$ cat src/logic/fetch_pkg.sv
////////////////////////////////////////
// Fetch stage widths and types
// Group is four aligned words, 16 bytes
// Word 0 sits in the low 32 bits
////////////////////////////////////////

package fetch_pkg;

    localparam int GROUP_WORDS = 4;    // Fixed, address math relies on it
    localparam int WORD_W      = 32;

    typedef logic [WORD_W-1:0] addr_t;
    typedef logic [WORD_W-1:0] word_t;

    // Slot i in bits [32*i +: 32]
    typedef word_t [GROUP_WORDS-1:0] group_data_t;

    typedef logic [GROUP_WORDS-1:0]         slot_mask_t;
    typedef logic [$clog2(GROUP_WORDS)-1:0] slot_idx_t;

endpackage

$ cat src/logic/bpred_pkg.sv
////////////////////////////////////////
// Branch target buffer types
// Tag width fits 16 entries; smaller tables
// drop the top address bits from the tag
////////////////////////////////////////

package bpred_pkg;

    import fetch_pkg::*;

    localparam int BTB_TAG_W = 26;

    typedef logic [BTB_TAG_W-1:0] btb_tag_t;

    typedef struct packed {
        logic     valid;
        btb_tag_t tag;
        logic     take;
        addr_t    target;
    } btb_entry_t;

    typedef struct packed {
        logic       take;      // Taken branch found in the group
        addr_t      target;
        slot_mask_t enable;    // Truncated after the taken slot
    } btb_result_t;

endpackage

$ cat src/logic/fetch_ifs.sv
////////////////////////////////////////
// Internal fetch stage interfaces
// Lookup has no handshake, result is
// valid in the same cycle as the PC
////////////////////////////////////////
`timescale 1ns/1ps

interface btb_lookup_if import fetch_pkg::*; ();

    addr_t      pc;
    logic       take;
    addr_t      target;
    slot_mask_t enable;

    modport requester (
        output pc,
        input  take,
        input  target,
        input  enable
    );

    modport predictor (
        input  pc,
        output take,
        output target,
        output enable
    );

endinterface

// Tag moves on valid and ready, same edge as the memory request
interface fetch_tag_if import fetch_pkg::*; ();

    logic       valid;
    logic       ready;
    addr_t      pc;
    slot_mask_t enable;
    logic       pred_take;
    addr_t      pred_target;

    modport issuer (
        output valid,
        input  ready,
        output pc,
        output enable,
        output pred_take,
        output pred_target
    );

    modport tracker (
        input  valid,
        output ready,
        input  pc,
        input  enable,
        input  pred_take,
        input  pred_target
    );

endinterface

$ cat src/logic/pc_register.sv
////////////////////////////////////////
// Fetch PC and memory request issue
// No request in a redirect cycle
// Redirect wins over the predicted target
////////////////////////////////////////
`timescale 1ns/1ps

module pc_register import fetch_pkg::*; #(
    parameter addr_t RESET_PC = 32'h0000_0000
) (
    input  logic  clk,
    input  logic  arst_n_i,

    input  logic  mem_req_ready_i,
    output logic  mem_req_valid_o,
    output addr_t mem_req_addr_o,

    input  logic  redirect_valid_i,
    input  addr_t redirect_pc_i,

    btb_lookup_if.requester lookup,
    fetch_tag_if.issuer     tag
);

    addr_t pc_q;
    addr_t pc_d;
    addr_t aligned_pc;
    addr_t seq_pc;
    logic  run_q;       // Low until the first edge after reset
    logic  req_fire;

    ////////////////////////////////////////
    // Request side
    ////////////////////////////////////////

    assign aligned_pc = {pc_q[31:4], 4'b0000};
    assign seq_pc     = aligned_pc + addr_t'(GROUP_WORDS * 4);

    assign mem_req_valid_o = run_q & tag.ready & ~redirect_valid_i;
    assign mem_req_addr_o  = aligned_pc;
    assign req_fire        = mem_req_valid_o & mem_req_ready_i;

    // Tracker takes the tag exactly when memory takes the request
    assign tag.valid       = run_q & ~redirect_valid_i & mem_req_ready_i;
    assign tag.pc          = pc_q;
    assign tag.enable      = lookup.enable;
    assign tag.pred_take   = lookup.take;
    assign tag.pred_target = lookup.target;

    assign lookup.pc = pc_q;

    ////////////////////////////////////////
    // Next PC
    ////////////////////////////////////////

    always_comb begin
        pc_d = pc_q;
        if (redirect_valid_i) begin
            pc_d = redirect_pc_i;
        end else if (req_fire) begin
            pc_d = lookup.take ? lookup.target : seq_pc;
        end
    end

    always_ff @(posedge clk or negedge arst_n_i) begin
        if (!arst_n_i) begin
            pc_q  <= RESET_PC;
            run_q <= 1'b0;
        end else begin
            pc_q  <= pc_d;
            run_q <= 1'b1;
        end
    end

endmodule

$ cat src/logic/branch_target_buffer.sv
////////////////////////////////////////
// Direct-mapped branch target buffer
// BTB_ENTRIES power of two, at least 4
// Lookup is combinational, update lands
// at the edge and shows the next cycle
////////////////////////////////////////
`timescale 1ns/1ps

module branch_target_buffer import fetch_pkg::*, bpred_pkg::*; #(
    parameter int BTB_ENTRIES = 16
) (
    input  logic  clk,
    input  logic  arst_n_i,

    input  logic  bp_update_valid_i,
    input  addr_t bp_update_pc_i,
    input  logic  bp_update_take_i,
    input  addr_t bp_update_target_i,

    btb_lookup_if.predictor lookup
);

    localparam int IDX_W = $clog2(BTB_ENTRIES);

    typedef logic [IDX_W-1:0] btb_idx_t;

    btb_entry_t  table_q [BTB_ENTRIES];
    btb_entry_t  upd_entry;
    addr_t       base_pc;
    addr_t       slot_pc    [GROUP_WORDS];
    btb_entry_t  slot_entry [GROUP_WORDS];
    slot_idx_t   start_slot;
    slot_mask_t  start_mask;
    slot_mask_t  slot_hit;
    btb_result_t result;

    function automatic btb_idx_t btb_index(addr_t a);
        return a[IDX_W+1:2];
    endfunction

    function automatic btb_tag_t btb_tag(addr_t a);
        return btb_tag_t'(a >> (IDX_W + 2));
    endfunction

    ////////////////////////////////////////
    // Four slot lookup
    ////////////////////////////////////////

    assign base_pc    = {lookup.pc[31:4], 4'b0000};
    assign start_slot = lookup.pc[3:2];
    assign start_mask = slot_mask_t'({GROUP_WORDS{1'b1}} << start_slot);

    for (genvar i = 0; i < GROUP_WORDS; i++) begin : g_slot
        assign slot_pc[i]    = base_pc + addr_t'(4 * i);
        assign slot_entry[i] = table_q[btb_index(slot_pc[i])];
        assign slot_hit[i]   = start_mask[i] & slot_entry[i].valid & slot_entry[i].take
                             & (slot_entry[i].tag == btb_tag(slot_pc[i]));
    end

    // Lowest hitting slot wins
    always_comb begin
        result.take   = 1'b0;
        result.target = '0;
        result.enable = start_mask;
        for (int i = GROUP_WORDS - 1; i >= 0; i--) begin
            if (slot_hit[i]) begin
                result.take   = 1'b1;
                result.target = slot_entry[i].target;
                result.enable = start_mask & slot_mask_t'((2 << i) - 1);
            end
        end
    end

    assign lookup.take   = result.take;
    assign lookup.target = result.target;
    assign lookup.enable = result.enable;

    ////////////////////////////////////////
    // Backend update
    ////////////////////////////////////////

    always_comb begin
        upd_entry.valid  = 1'b1;
        upd_entry.tag    = btb_tag(bp_update_pc_i);
        upd_entry.take   = bp_update_take_i;    // Not taken clears the prediction
        upd_entry.target = bp_update_target_i;
    end

    always_ff @(posedge clk or negedge arst_n_i) begin
        if (!arst_n_i) begin
            table_q <= '{default: '0};
        end else if (bp_update_valid_i) begin
            table_q[btb_index(bp_update_pc_i)] <= upd_entry;
        end
    end

endmodule

$ cat src/logic/fetch_trace.sv
////////////////////////////////////////
// In-flight request tracking and output
// Responses come in request order, never
// without an outstanding request
// Cancelled responses are dropped
////////////////////////////////////////
`timescale 1ns/1ps

module fetch_trace import fetch_pkg::*; #(
    parameter int MAX_INFLIGHT = 2
) (
    input  logic        clk,
    input  logic        arst_n_i,

    input  logic        mem_rsp_valid_i,
    input  group_data_t mem_rsp_data_i,
    input  logic        redirect_valid_i,

    input  logic        grp_ready_i,
    output logic        grp_valid_o,
    output addr_t       grp_pc_o,
    output slot_mask_t  grp_enable_o,
    output group_data_t grp_inst_o,
    output logic        grp_pred_take_o,
    output addr_t       grp_pred_target_o,

    fetch_tag_if.tracker tag
);

    localparam int PTR_W = (MAX_INFLIGHT > 1) ? $clog2(MAX_INFLIGHT) : 1;
    localparam int CNT_W = $clog2(MAX_INFLIGHT + 1);

    typedef logic [PTR_W-1:0] ptr_t;
    typedef logic [CNT_W-1:0] cnt_t;
    typedef logic [CNT_W:0]   occ_t;

    typedef struct packed {
        addr_t      pc;
        slot_mask_t enable;
        logic       pred_take;
        addr_t      pred_target;
    } tag_meta_t;

    tag_meta_t   meta_q [MAX_INFLIGHT];
    group_data_t data_q [MAX_INFLIGHT];    // Holds a response while the output is busy
    logic [MAX_INFLIGHT-1:0] cancel_q;
    logic [MAX_INFLIGHT-1:0] filled_q;
    ptr_t        wr_ptr_q;
    ptr_t        rsp_ptr_q;
    ptr_t        rd_ptr_q;
    cnt_t        count_q;
    logic        out_valid_q;
    tag_meta_t   out_meta_q;
    group_data_t out_data_q;

    tag_meta_t   push_meta;
    group_data_t head_data;
    occ_t        occupancy;
    logic        push;
    logic        head_avail;
    logic        head_drop;
    logic        head_load;
    logic        pop;

    function automatic ptr_t ptr_inc(ptr_t p);
        return (p == ptr_t'(MAX_INFLIGHT - 1)) ? '0 : p + ptr_t'(1);
    endfunction

    ////////////////////////////////////////
    // Tag queue
    ////////////////////////////////////////

    assign push = tag.valid & tag.ready;

    always_comb begin
        push_meta.pc          = tag.pc;
        push_meta.enable      = tag.enable;
        push_meta.pred_take   = tag.pred_take;
        push_meta.pred_target = tag.pred_target;
    end

    // Head data bypasses storage when its response arrives now
    assign head_avail = (count_q != '0) & (filled_q[rd_ptr_q] | mem_rsp_valid_i);
    assign head_data  = filled_q[rd_ptr_q] ? data_q[rd_ptr_q] : mem_rsp_data_i;
    assign head_drop  = head_avail & (cancel_q[rd_ptr_q] | redirect_valid_i);
    assign head_load  = head_avail & ~head_drop & (~out_valid_q | grp_ready_i);
    assign pop        = head_drop | head_load;

    assign occupancy = occ_t'(count_q) + occ_t'(out_valid_q);
    assign tag.ready = occupancy < occ_t'(MAX_INFLIGHT);

    always_ff @(posedge clk or negedge arst_n_i) begin
        if (!arst_n_i) begin
            wr_ptr_q  <= '0;
            rsp_ptr_q <= '0;
            rd_ptr_q  <= '0;
            count_q   <= '0;
            cancel_q  <= '0;
            filled_q  <= '0;
        end else begin
            if (push)
                wr_ptr_q <= ptr_inc(wr_ptr_q);
            if (mem_rsp_valid_i)
                rsp_ptr_q <= ptr_inc(rsp_ptr_q);
            if (pop)
                rd_ptr_q <= ptr_inc(rd_ptr_q);
            count_q <= count_q + cnt_t'(push) - cnt_t'(pop);

            if (mem_rsp_valid_i)
                filled_q[rsp_ptr_q] <= 1'b1;
            if (redirect_valid_i)
                cancel_q <= '1;          // Everything outstanding is stale
            if (push) begin
                filled_q[wr_ptr_q] <= 1'b0;
                cancel_q[wr_ptr_q] <= 1'b0;
            end
        end
    end

    always_ff @(posedge clk) begin
        if (push)
            meta_q[wr_ptr_q] <= push_meta;
        if (mem_rsp_valid_i)
            data_q[rsp_ptr_q] <= mem_rsp_data_i;
    end

    ////////////////////////////////////////
    // Output register
    ////////////////////////////////////////

    always_ff @(posedge clk or negedge arst_n_i) begin
        if (!arst_n_i) begin
            out_valid_q <= 1'b0;
        end else if (redirect_valid_i) begin
            out_valid_q <= 1'b0;
        end else if (head_load) begin
            out_valid_q <= 1'b1;
        end else if (grp_ready_i) begin
            out_valid_q <= 1'b0;
        end
    end

    always_ff @(posedge clk) begin
        if (head_load) begin
            out_meta_q <= meta_q[rd_ptr_q];
            out_data_q <= head_data;
        end
    end

    assign grp_valid_o       = out_valid_q;
    assign grp_pc_o          = out_meta_q.pc;
    assign grp_enable_o      = out_meta_q.enable;
    assign grp_inst_o        = out_data_q;
    assign grp_pred_take_o   = out_meta_q.pred_take;
    assign grp_pred_target_o = out_meta_q.pred_target;

endmodule

$ cat src/logic/fetch_top.sv
////////////////////////////////////////
// Instruction fetch stage, top level
// Addresses go to memory untranslated
// At most MAX_INFLIGHT groups held
////////////////////////////////////////
`timescale 1ns/1ps

module fetch_top import fetch_pkg::*; #(
    parameter addr_t RESET_PC     = 32'h0000_1000,
    parameter int    BTB_ENTRIES  = 16,
    parameter int    MAX_INFLIGHT = 2
) (
    input  logic        clk,
    input  logic        arst_n_i,

    // Memory request
    output logic        mem_req_valid_o,
    input  logic        mem_req_ready_i,
    output addr_t       mem_req_addr_o,

    // Memory response, in order
    input  logic        mem_rsp_valid_i,
    input  group_data_t mem_rsp_data_i,

    // Fetch group to the instruction queue
    output logic        grp_valid_o,
    input  logic        grp_ready_i,
    output addr_t       grp_pc_o,
    output slot_mask_t  grp_enable_o,
    output group_data_t grp_inst_o,
    output logic        grp_pred_take_o,
    output addr_t       grp_pred_target_o,

    // Backend
    input  logic        redirect_valid_i,
    input  addr_t       redirect_pc_i,
    input  logic        bp_update_valid_i,
    input  addr_t       bp_update_pc_i,
    input  logic        bp_update_take_i,
    input  addr_t       bp_update_target_i
);

    btb_lookup_if u_lookup_if ();
    fetch_tag_if  u_tag_if ();

    pc_register #(
        .RESET_PC (RESET_PC)
    ) u_pc_register (
        .clk              (clk),
        .arst_n_i         (arst_n_i),
        .mem_req_ready_i  (mem_req_ready_i),
        .mem_req_valid_o  (mem_req_valid_o),
        .mem_req_addr_o   (mem_req_addr_o),
        .redirect_valid_i (redirect_valid_i),
        .redirect_pc_i    (redirect_pc_i),
        .lookup           (u_lookup_if),
        .tag              (u_tag_if)
    );

    branch_target_buffer #(
        .BTB_ENTRIES (BTB_ENTRIES)
    ) u_branch_target_buffer (
        .clk                (clk),
        .arst_n_i           (arst_n_i),
        .bp_update_valid_i  (bp_update_valid_i),
        .bp_update_pc_i     (bp_update_pc_i),
        .bp_update_take_i   (bp_update_take_i),
        .bp_update_target_i (bp_update_target_i),
        .lookup             (u_lookup_if)
    );

    fetch_trace #(
        .MAX_INFLIGHT (MAX_INFLIGHT)
    ) u_fetch_trace (
        .clk               (clk),
        .arst_n_i          (arst_n_i),
        .mem_rsp_valid_i   (mem_rsp_valid_i),
        .mem_rsp_data_i    (mem_rsp_data_i),
        .redirect_valid_i  (redirect_valid_i),
        .grp_ready_i       (grp_ready_i),
        .grp_valid_o       (grp_valid_o),
        .grp_pc_o          (grp_pc_o),
        .grp_enable_o      (grp_enable_o),
        .grp_inst_o        (grp_inst_o),
        .grp_pred_take_o   (grp_pred_take_o),
        .grp_pred_target_o (grp_pred_target_o),
        .tag               (u_tag_if)
    );

endmodule

$ cat config.mk
export PLATFORM = sky130hd
export DESIGN_NAME = fetch_top
export DESIGN_NICKNAME = d
export VERILOG_FILES = /design/src/logic/fetch_pkg.sv /design/src/logic/bpred_pkg.sv /design/src/logic/fetch_ifs.sv /design/src/logic/pc_register.sv /design/src/logic/branch_target_buffer.sv /design/src/logic/fetch_trace.sv /design/src/logic/fetch_top.sv
export SDC_FILE = /design/constraint.sdc
export NUM_CORES = 2
export LEC_CHECK = 0
export ABC_AREA = 1
export BUFFER_PORTS_ARGS = -buffer_cell sky130_fd_sc_hd__buf_2
export CAP_MARGIN = 10
export CORE_UTILIZATION = 55
export CTS_CLUSTER_DIAMETER = 200
export DETAILED_ROUTE_END_ITERATION = 8
export PLACE_DENSITY = 0.76
export SYNTH_ARGS = -nofsm -noshare
export SYNTH_HDL_FRONTEND = slang
export SYNTH_HIERARCHICAL = 1
export SYNTH_SLANG_ARGS = --single-unit
$ cat constraint.sdc
create_clock -name clk -period 6.22 [get_ports clk]
set_input_delay 0.933 -clock clk [delete_from_list [all_inputs] [get_ports clk]]
set_output_delay 0.933 -clock clk [all_outputs]
set_load 0.05 [all_outputs]
-- Yosys cells after proc, flatten, opt, wreduce, memory -nomap -nowiden
Memories as Yosys holds them, arrays and structs flattened. A register that Yosys moved wholly into a read port is not among the register bits.
Cells that the tools add are included.
- register bits after elaboration: 1131
- memory bits (writable): 394
- input port bits: 232
- memories kept: 2
- memory list (name ; depth ; bits a word ; read ports ; clocked after Yosys merged registers in ; wr ports ; RTL line ; RTL):
    u_fetch_trace.data_q ; 2 ; 128 ; 1 ; 0 ; 1 ; fetch_trace.sv:45 ; group_data_t data_q [MAX_INFLIGHT];
    u_fetch_trace.meta_q ; 2 ; 69 ; 1 ; 1 ; 1 ; fetch_trace.sv:44 ; tag_meta_t meta_q [MAX_INFLIGHT];
- add/sub/neg operators: 10
- $lt $le $gt $ge: 12
- equality and inequality tests: 4
- shifts and indexed selects: 1
- muxes and demuxes: 45
- bitwise logic cells: 38
- reductions and logical operators: 6
- operator list (operator ; count):
    60-bit binary-select mux with 4-bit select ; 4
    960-bit bitwise mux ; 1
    60-bit two-way mux ; 9
    60-bit demux with 4-bit select ; 1
    37-bit two-way mux ; 4
    128-bit two-way mux ; 1
    26-bit equality test ; 4
    32-bit two-way mux ; 3
    32-bit by 4-bit adder with 32-bit output, second input constant ; 2
    32-bit by 3-bit adder with 32-bit output, second input constant ; 1
    32-bit by 5-bit adder with 32-bit output, second input constant ; 1
    5-bit greater-or-equal comparator, second input constant ; 5
    4-bit NOT with 5-bit output ; 5
    1-bit bitwise AND ; 22
    1-bit two-way mux ; 16
    2-bit two-way mux ; 4
    1-bit by 2-bit less-than comparator with 1-bit output, second input constant ; 3
    5-bit by 1-bit less-than comparator with 1-bit output, second input constant ; 1
    2-bit bitwise AND ; 2
    1-bit bitwise OR ; 4
    2-bit nonzero test ; 2
    4-bit by 2-bit << shifter with 4-bit output, first input constant ; 1
    1-bit adder, second input constant ; 3
    2-bit by 1-bit adder with 3-bit output ; 1
    10 further kinds ; 16

-- Longest topological paths before layout
- word-level depth: 15
- depth in mapped cells: 24
- mapped depth without buffers: 20

-- Cells and area by module
Netlist, hierarchy kept.
- modules (own cells, without submodules) (module ; instances ; cells each ; area each (µm²)):
    branch_target_buffer ; 1 ; 5561 ; 44109.8
    fetch_trace ; 1 ; 1441 ; 21643.3
    pc_register ; 1 ; 543 ; 3455.8

-- Worst setup path after synthesis
Ideal clock, no wire load.
- path type: input-to-reg
- start: in mem_rsp_valid_i
- end: mem u_fetch_trace/data_q[0][0] (netlist bit), enable pin
- library setup time: 0.622 ns
- arrival: 6.387 ns
- data required time: 5.598 ns
- slack: -0.789 ns
- stages on the path: 2
- path buffers: 0
- cells stage by stage: inv_1 nor2_1
- longest elaborated chain between the ends: 2
- RTL lines (what ; RTL line ; RTL):
    start: declaration ; fetch_top.sv:22 ; input logic mem_rsp_valid_i,
    1-bit two-way mux ; fetch_trace.sv:123 ; if (mem_rsp_valid_i)
    1-bit two-way mux (not written as such) ; fetch_trace.sv:124 ; data_q[rsp_ptr_q] <= mem_rsp_data_i;
    end: declaration ; fetch_trace.sv:45 ;
No other way between the ends.

-- Worst setup path after layout
- start: reg u_pc_register.pc_q[4], in the netlist u_pc_register/lookup.pc[4]
- end: reg u_pc_register.pc_q[26], in the netlist u_pc_register/lookup.pc[26]
- longest elaborated chain between the ends: 15
- elaborated cells on any way between the ends: 43
- RTL lines (what ; RTL line ; RTL):
    start: declaration ; pc_register.sv:25 ; addr_t pc_q;
    start signal: assignment ; pc_register.sv:70 ; pc_q <= pc_d;
    branches (longest 11 deep; another with 32-bit by 4-bit adder with 32-bit output) ; n/a ;
    37-bit two-way mux (*) ; branch_target_buffer.sv:66 ; if (slot_hit[i]) begin
    net u_lookup_if.target[26] ; fetch_ifs.sv:12 ; addr_t target;
    32-bit two-way mux (*) ; pc_register.sv:61 ; pc_d = lookup.take ? lookup.target : seq_pc;
    32-bit two-way mux (*) ; pc_register.sv:60 ; end else if (req_fire) begin
    32-bit two-way mux (*) ; pc_register.sv:58 ; if (redirect_valid_i) begin
Mark *: on every way through the listed nets, which the timed path passes. The select of a mux whose other input is x is not followed.
A chain may end at the register's enable or synchronous reset.

==> results.md <==
- Initial antenna violation count: 25
- H-tree level count: 4
- Worst setup SP type: register
- PwrDens: 418 nW/um2
- Drt wl/cell: roughly 21 um
- Worst Hold Class: primary input to asynchronous set/reset pin
- Global-route wire length before repair: 302000 um
- Die ar.: 127000 um2
- CTS max path bufs: 3
- Crit path required time: 6900 ps
- Switching part of the total power: 34.1%
- Ratio of cells with drive above 1 in the final layout: 10.8%
- Final hold violations: 0
- R2R Path Start: u_pc_register/lookup.pc[4]$_DFFE_PN0P_
- DIE HEIGHT: 357 um
- Total internal power: 21.1 mW
- Final HPWL DP: 119000 um
- Fin Setup TNS: 0 ps
- Final clock skew: 27.9 ps
- Synth cell types: 44
- Via Count: 54900
- Max-slew violation total from the final report: 0
- Final net count: 7860
- Gr usage total: a little under a third
- Worst slew margin: 26.3%
- Root Buffer: clkbuf_16
- Synth top area share: 36.2%
- Overall power: 32.1 mW
- DRT Pass-1 Iters: 9
- Syn avg cell area: 9.17 um2
- Flops & latches, synth: ~1600
- Clock transition at path regs: 60 ps
- Crit-path max cell delay: 730 ps
- Period minus WS final: roughly 5100 ps
- Clock power share: 29.8%
- Status: finished, violations left
- Maxcap violations: 0
- WP data arrival: approximately 5800 ps
- Initial Utilization: between 50% and 60%
- Drt drc: 2
- Crit-path cells: inv_8 -> nand3_1 -> a21oi_1 -> o21ai_0 -> nor2_1 -> nand2_1 -> nor2_1 -> nand2_1 -> nor2_4 -> buf_4 -> a21oi_1 -> nand2_1 -> nand2_1 -> a21oi_1 -> nand2_1 -> nand2_1 -> nand2_1
- IO Pins: 463
- CP Max Fanout: 142
- Syn Inst Count: 7545
- Worst setup EP type: register
- Comb pwr share: 25.3%
- Register area share after synthesis: 61.9%
- CTS tree: built
- Antenna viol nets, final: 0
- P_leak: roughly 34 nW
- Avg Vias per Cell: 5.84
- Synthesized area: about 69000 um2
- Final period util: 82.5%
- Ys Warns: 6
- Synth area leader: dfrtp_1
- Num rows: 129
- Gr ovfl total: 0
- Crit Path Class: register to register
- GP Congestion: 0.931
- RSZ-0062 raised after global routing: no
- Drt initial violations: 7147
- Critical-path top delay cell: inv_8
- Total CTS buffers: 161
- Clk_lat worst skew: 790 ps
- Worst slew pin tran: 1100 ps
- CP startpoint: u_pc_register/lookup.pc[4]$_DFFE_PN0P_
- Vias in the first global route: roughly 52000
- Core Region: ~120000 um2
- Max VDD drop: 0.000407 V
- Cts hold-fix bufs: 0
- Layout filler cell count: between 10000 and 15000
- Die width: ~360 um
- CTS resizes: 0
- Final setup viols: 0
- Register share of total power: 45.0%
- Port buffer count: 456
- Sink Count: approximately 1600
- Failing checks: DRC
- P&R area growth vs syn: 10.8%
- Net load switching power: 10.9 mW
- Most frequent cell on the critical path: nand2_1
- Postcts setup bufs: 0
- Largest cells by area after synthesis: dfrtp_1 36%, edfxtp_1 26%, nand2_1 14%
- Largest net degree at the start of global routing: about 180
- Fmax: a little under 200 MHz
- WL final: 199000 um
==> layout by cell type (no fill, tap or decap), types with 6 or more instances in the layout <==
cell / instances
dfrtp_1: 999
nor2_1: 282
diode_2: 12
xor2_1: 21
nand2_1: 2615
clkbuf_1: 46
clkbuf_16: 164
nand4_1: 10
a32o_1: 32
or2_2: 16
nor2_2: 8
buf_12: 16
clkinv_1: 20
nand2_4: 6
nand3_1: 371
xnor2_1: 7
buf_2: 455
buf_4: 71
clkbuf_8: 19
edfxtp_1: 591
inv_1: 283
bufinv_16: 12
clkinv_2: 27
o21ai_1: 8
a31oi_1: 129
o21ai_0: 1185
nor2_4: 12
a21oi_1: 284
==> area by class of cell <==
type                            count  area [um2]  share of cell area, %
Clock inverter                     60         633                  0.826
Multi-Input combinational cell   5026       22300                   29.0
Inverter                          299        1160                   1.51
Sequential cell                  1594       42900                   55.9
Tap cell                         1637        2050                   2.67
Clock buffer                      229        4540                   5.92
Timing Repair Buffer              543        3150                   4.10
Antenna cell                       12        30.0                 0.0392
==> registers in the layout (all words and copies together), names as in the netlist, 2 cells and up <==
register                         flops
u_fetch_trace/grp_inst_o           128
u_fetch_trace/grp_enable_o           4
u_fetch_trace/filled_q               2
u_branch_target_buffer/table_q     960
u_fetch_trace/meta_q               138
u_fetch_trace/grp_pred_target_o     32
u_fetch_trace/cancel_q               2
u_fetch_trace/count_q                2
u_pc_register/lookup.pc             32
u_fetch_trace/grp_pc_o              32
u_fetch_trace/data_q               256
==> final timing paths <==
kind	end	slack [ps]	depth (start not counted)
setup / recovery	u_pc_register/lookup.pc[26]$_DFFE_PN0P_	1090	17
hold / removal	u_branch_target_buffer/table_q[15]$_DFFE_PN0P_	230	1
setup reg to reg	u_pc_register/lookup.pc[26]$_DFFE_PN0P_	1090	17
hold reg to reg	u_branch_target_buffer/table_q[659]$_DFFE_PN0P_	470	2
max in group asynchronous	u_pc_register/lookup.pc[4]$_DFFE_PN0P_	4550	2
min in group clk	u_fetch_trace/data_q[0][71]$_DFFE_PP_	360	1
==> worst max-delay path: cells and delay by family (launching register included) <==
family / cells / cell delay, ps
simple gates: 11 / 1670
compound gates: 4 / 1240
buf+inv: 2 / 1160
flops: 1 / 720
==> power groups by stage <==
stage	Sequential [mW]	Combinational, mW	Clock (mW)
2_1_floorplan	15.3	5.07	0
3_3_place_gp	14.5	7.77	0
3_5_place_dp	14.6	7.98	0
4_1_cts	14.4	8.04	9.65
5_1_grt	14.6	8.95	10.1
6_report	14.4	8.10	9.55
==> metal layers <==
layer  global-route usage (%)  part of all wire (%)  vias up
met4                     14.8                   4.6       14
met2                     49.2                    47     2866
met1                     40.9                    39    26600
met3                     6.42                    10      446
li1                         -                     -    25000
met5                        0                 0.048        -
==> metrics by stage <==
stage | cell area (um2) | setup slack [ps] | cells | hold slack [ps] | util, %
6_report | 76700 | 1090 | 9400 | 230 | 61.7
4_1_cts | 76600 | 1360 | 9388 | 222 | 61.7
3_3_place_gp | 71500 | 1430 | 9099 | 447 | 57.5
2_1_floorplan | 69200 | 644 | 7548 | 435 | -
3_5_place_dp | 71500 | 1380 | 9099 | 450 | 57.5
5_1_grt | 76700 | 1010 | 9396 | 272 | 61.7
==> kinds of logic (layout without fill, tap and decap cells) <==
family	count (synthesis)	in the layout	synth area share, %
other cells	2	17	0.0109
simple gates	3339	3339	19.1
buf+inv	928	1131	6.17
xor+xnor	28	28	0.354
flops	1594	1594	61.9
fa+ha+maj	3	3	0.0542
compound gates	1651	1651	12.4
==> synth_stat cells, drive strengths merged <==
cell and number:
nor3 4, inv 293, ha 3, edfxtp 591
a22oi 1, and2 1, nand3 376, o21bai 5
a31oi 129, dlygate4sd1 1, nand4 10, nand2 2625
o22ai 3, nor3b 1, a211oi 1, xnor2 7
or2 16, dfrtp 1002, a32o 32, nor2 303
conb 2, nand3b 2, o211ai 3, and3 1
a21oi 284, o21ai 1193, clkbuf 330, xor2 21
clkinv 6, dfstp 1, buf 298
Power figures use the tool's default switching activity.
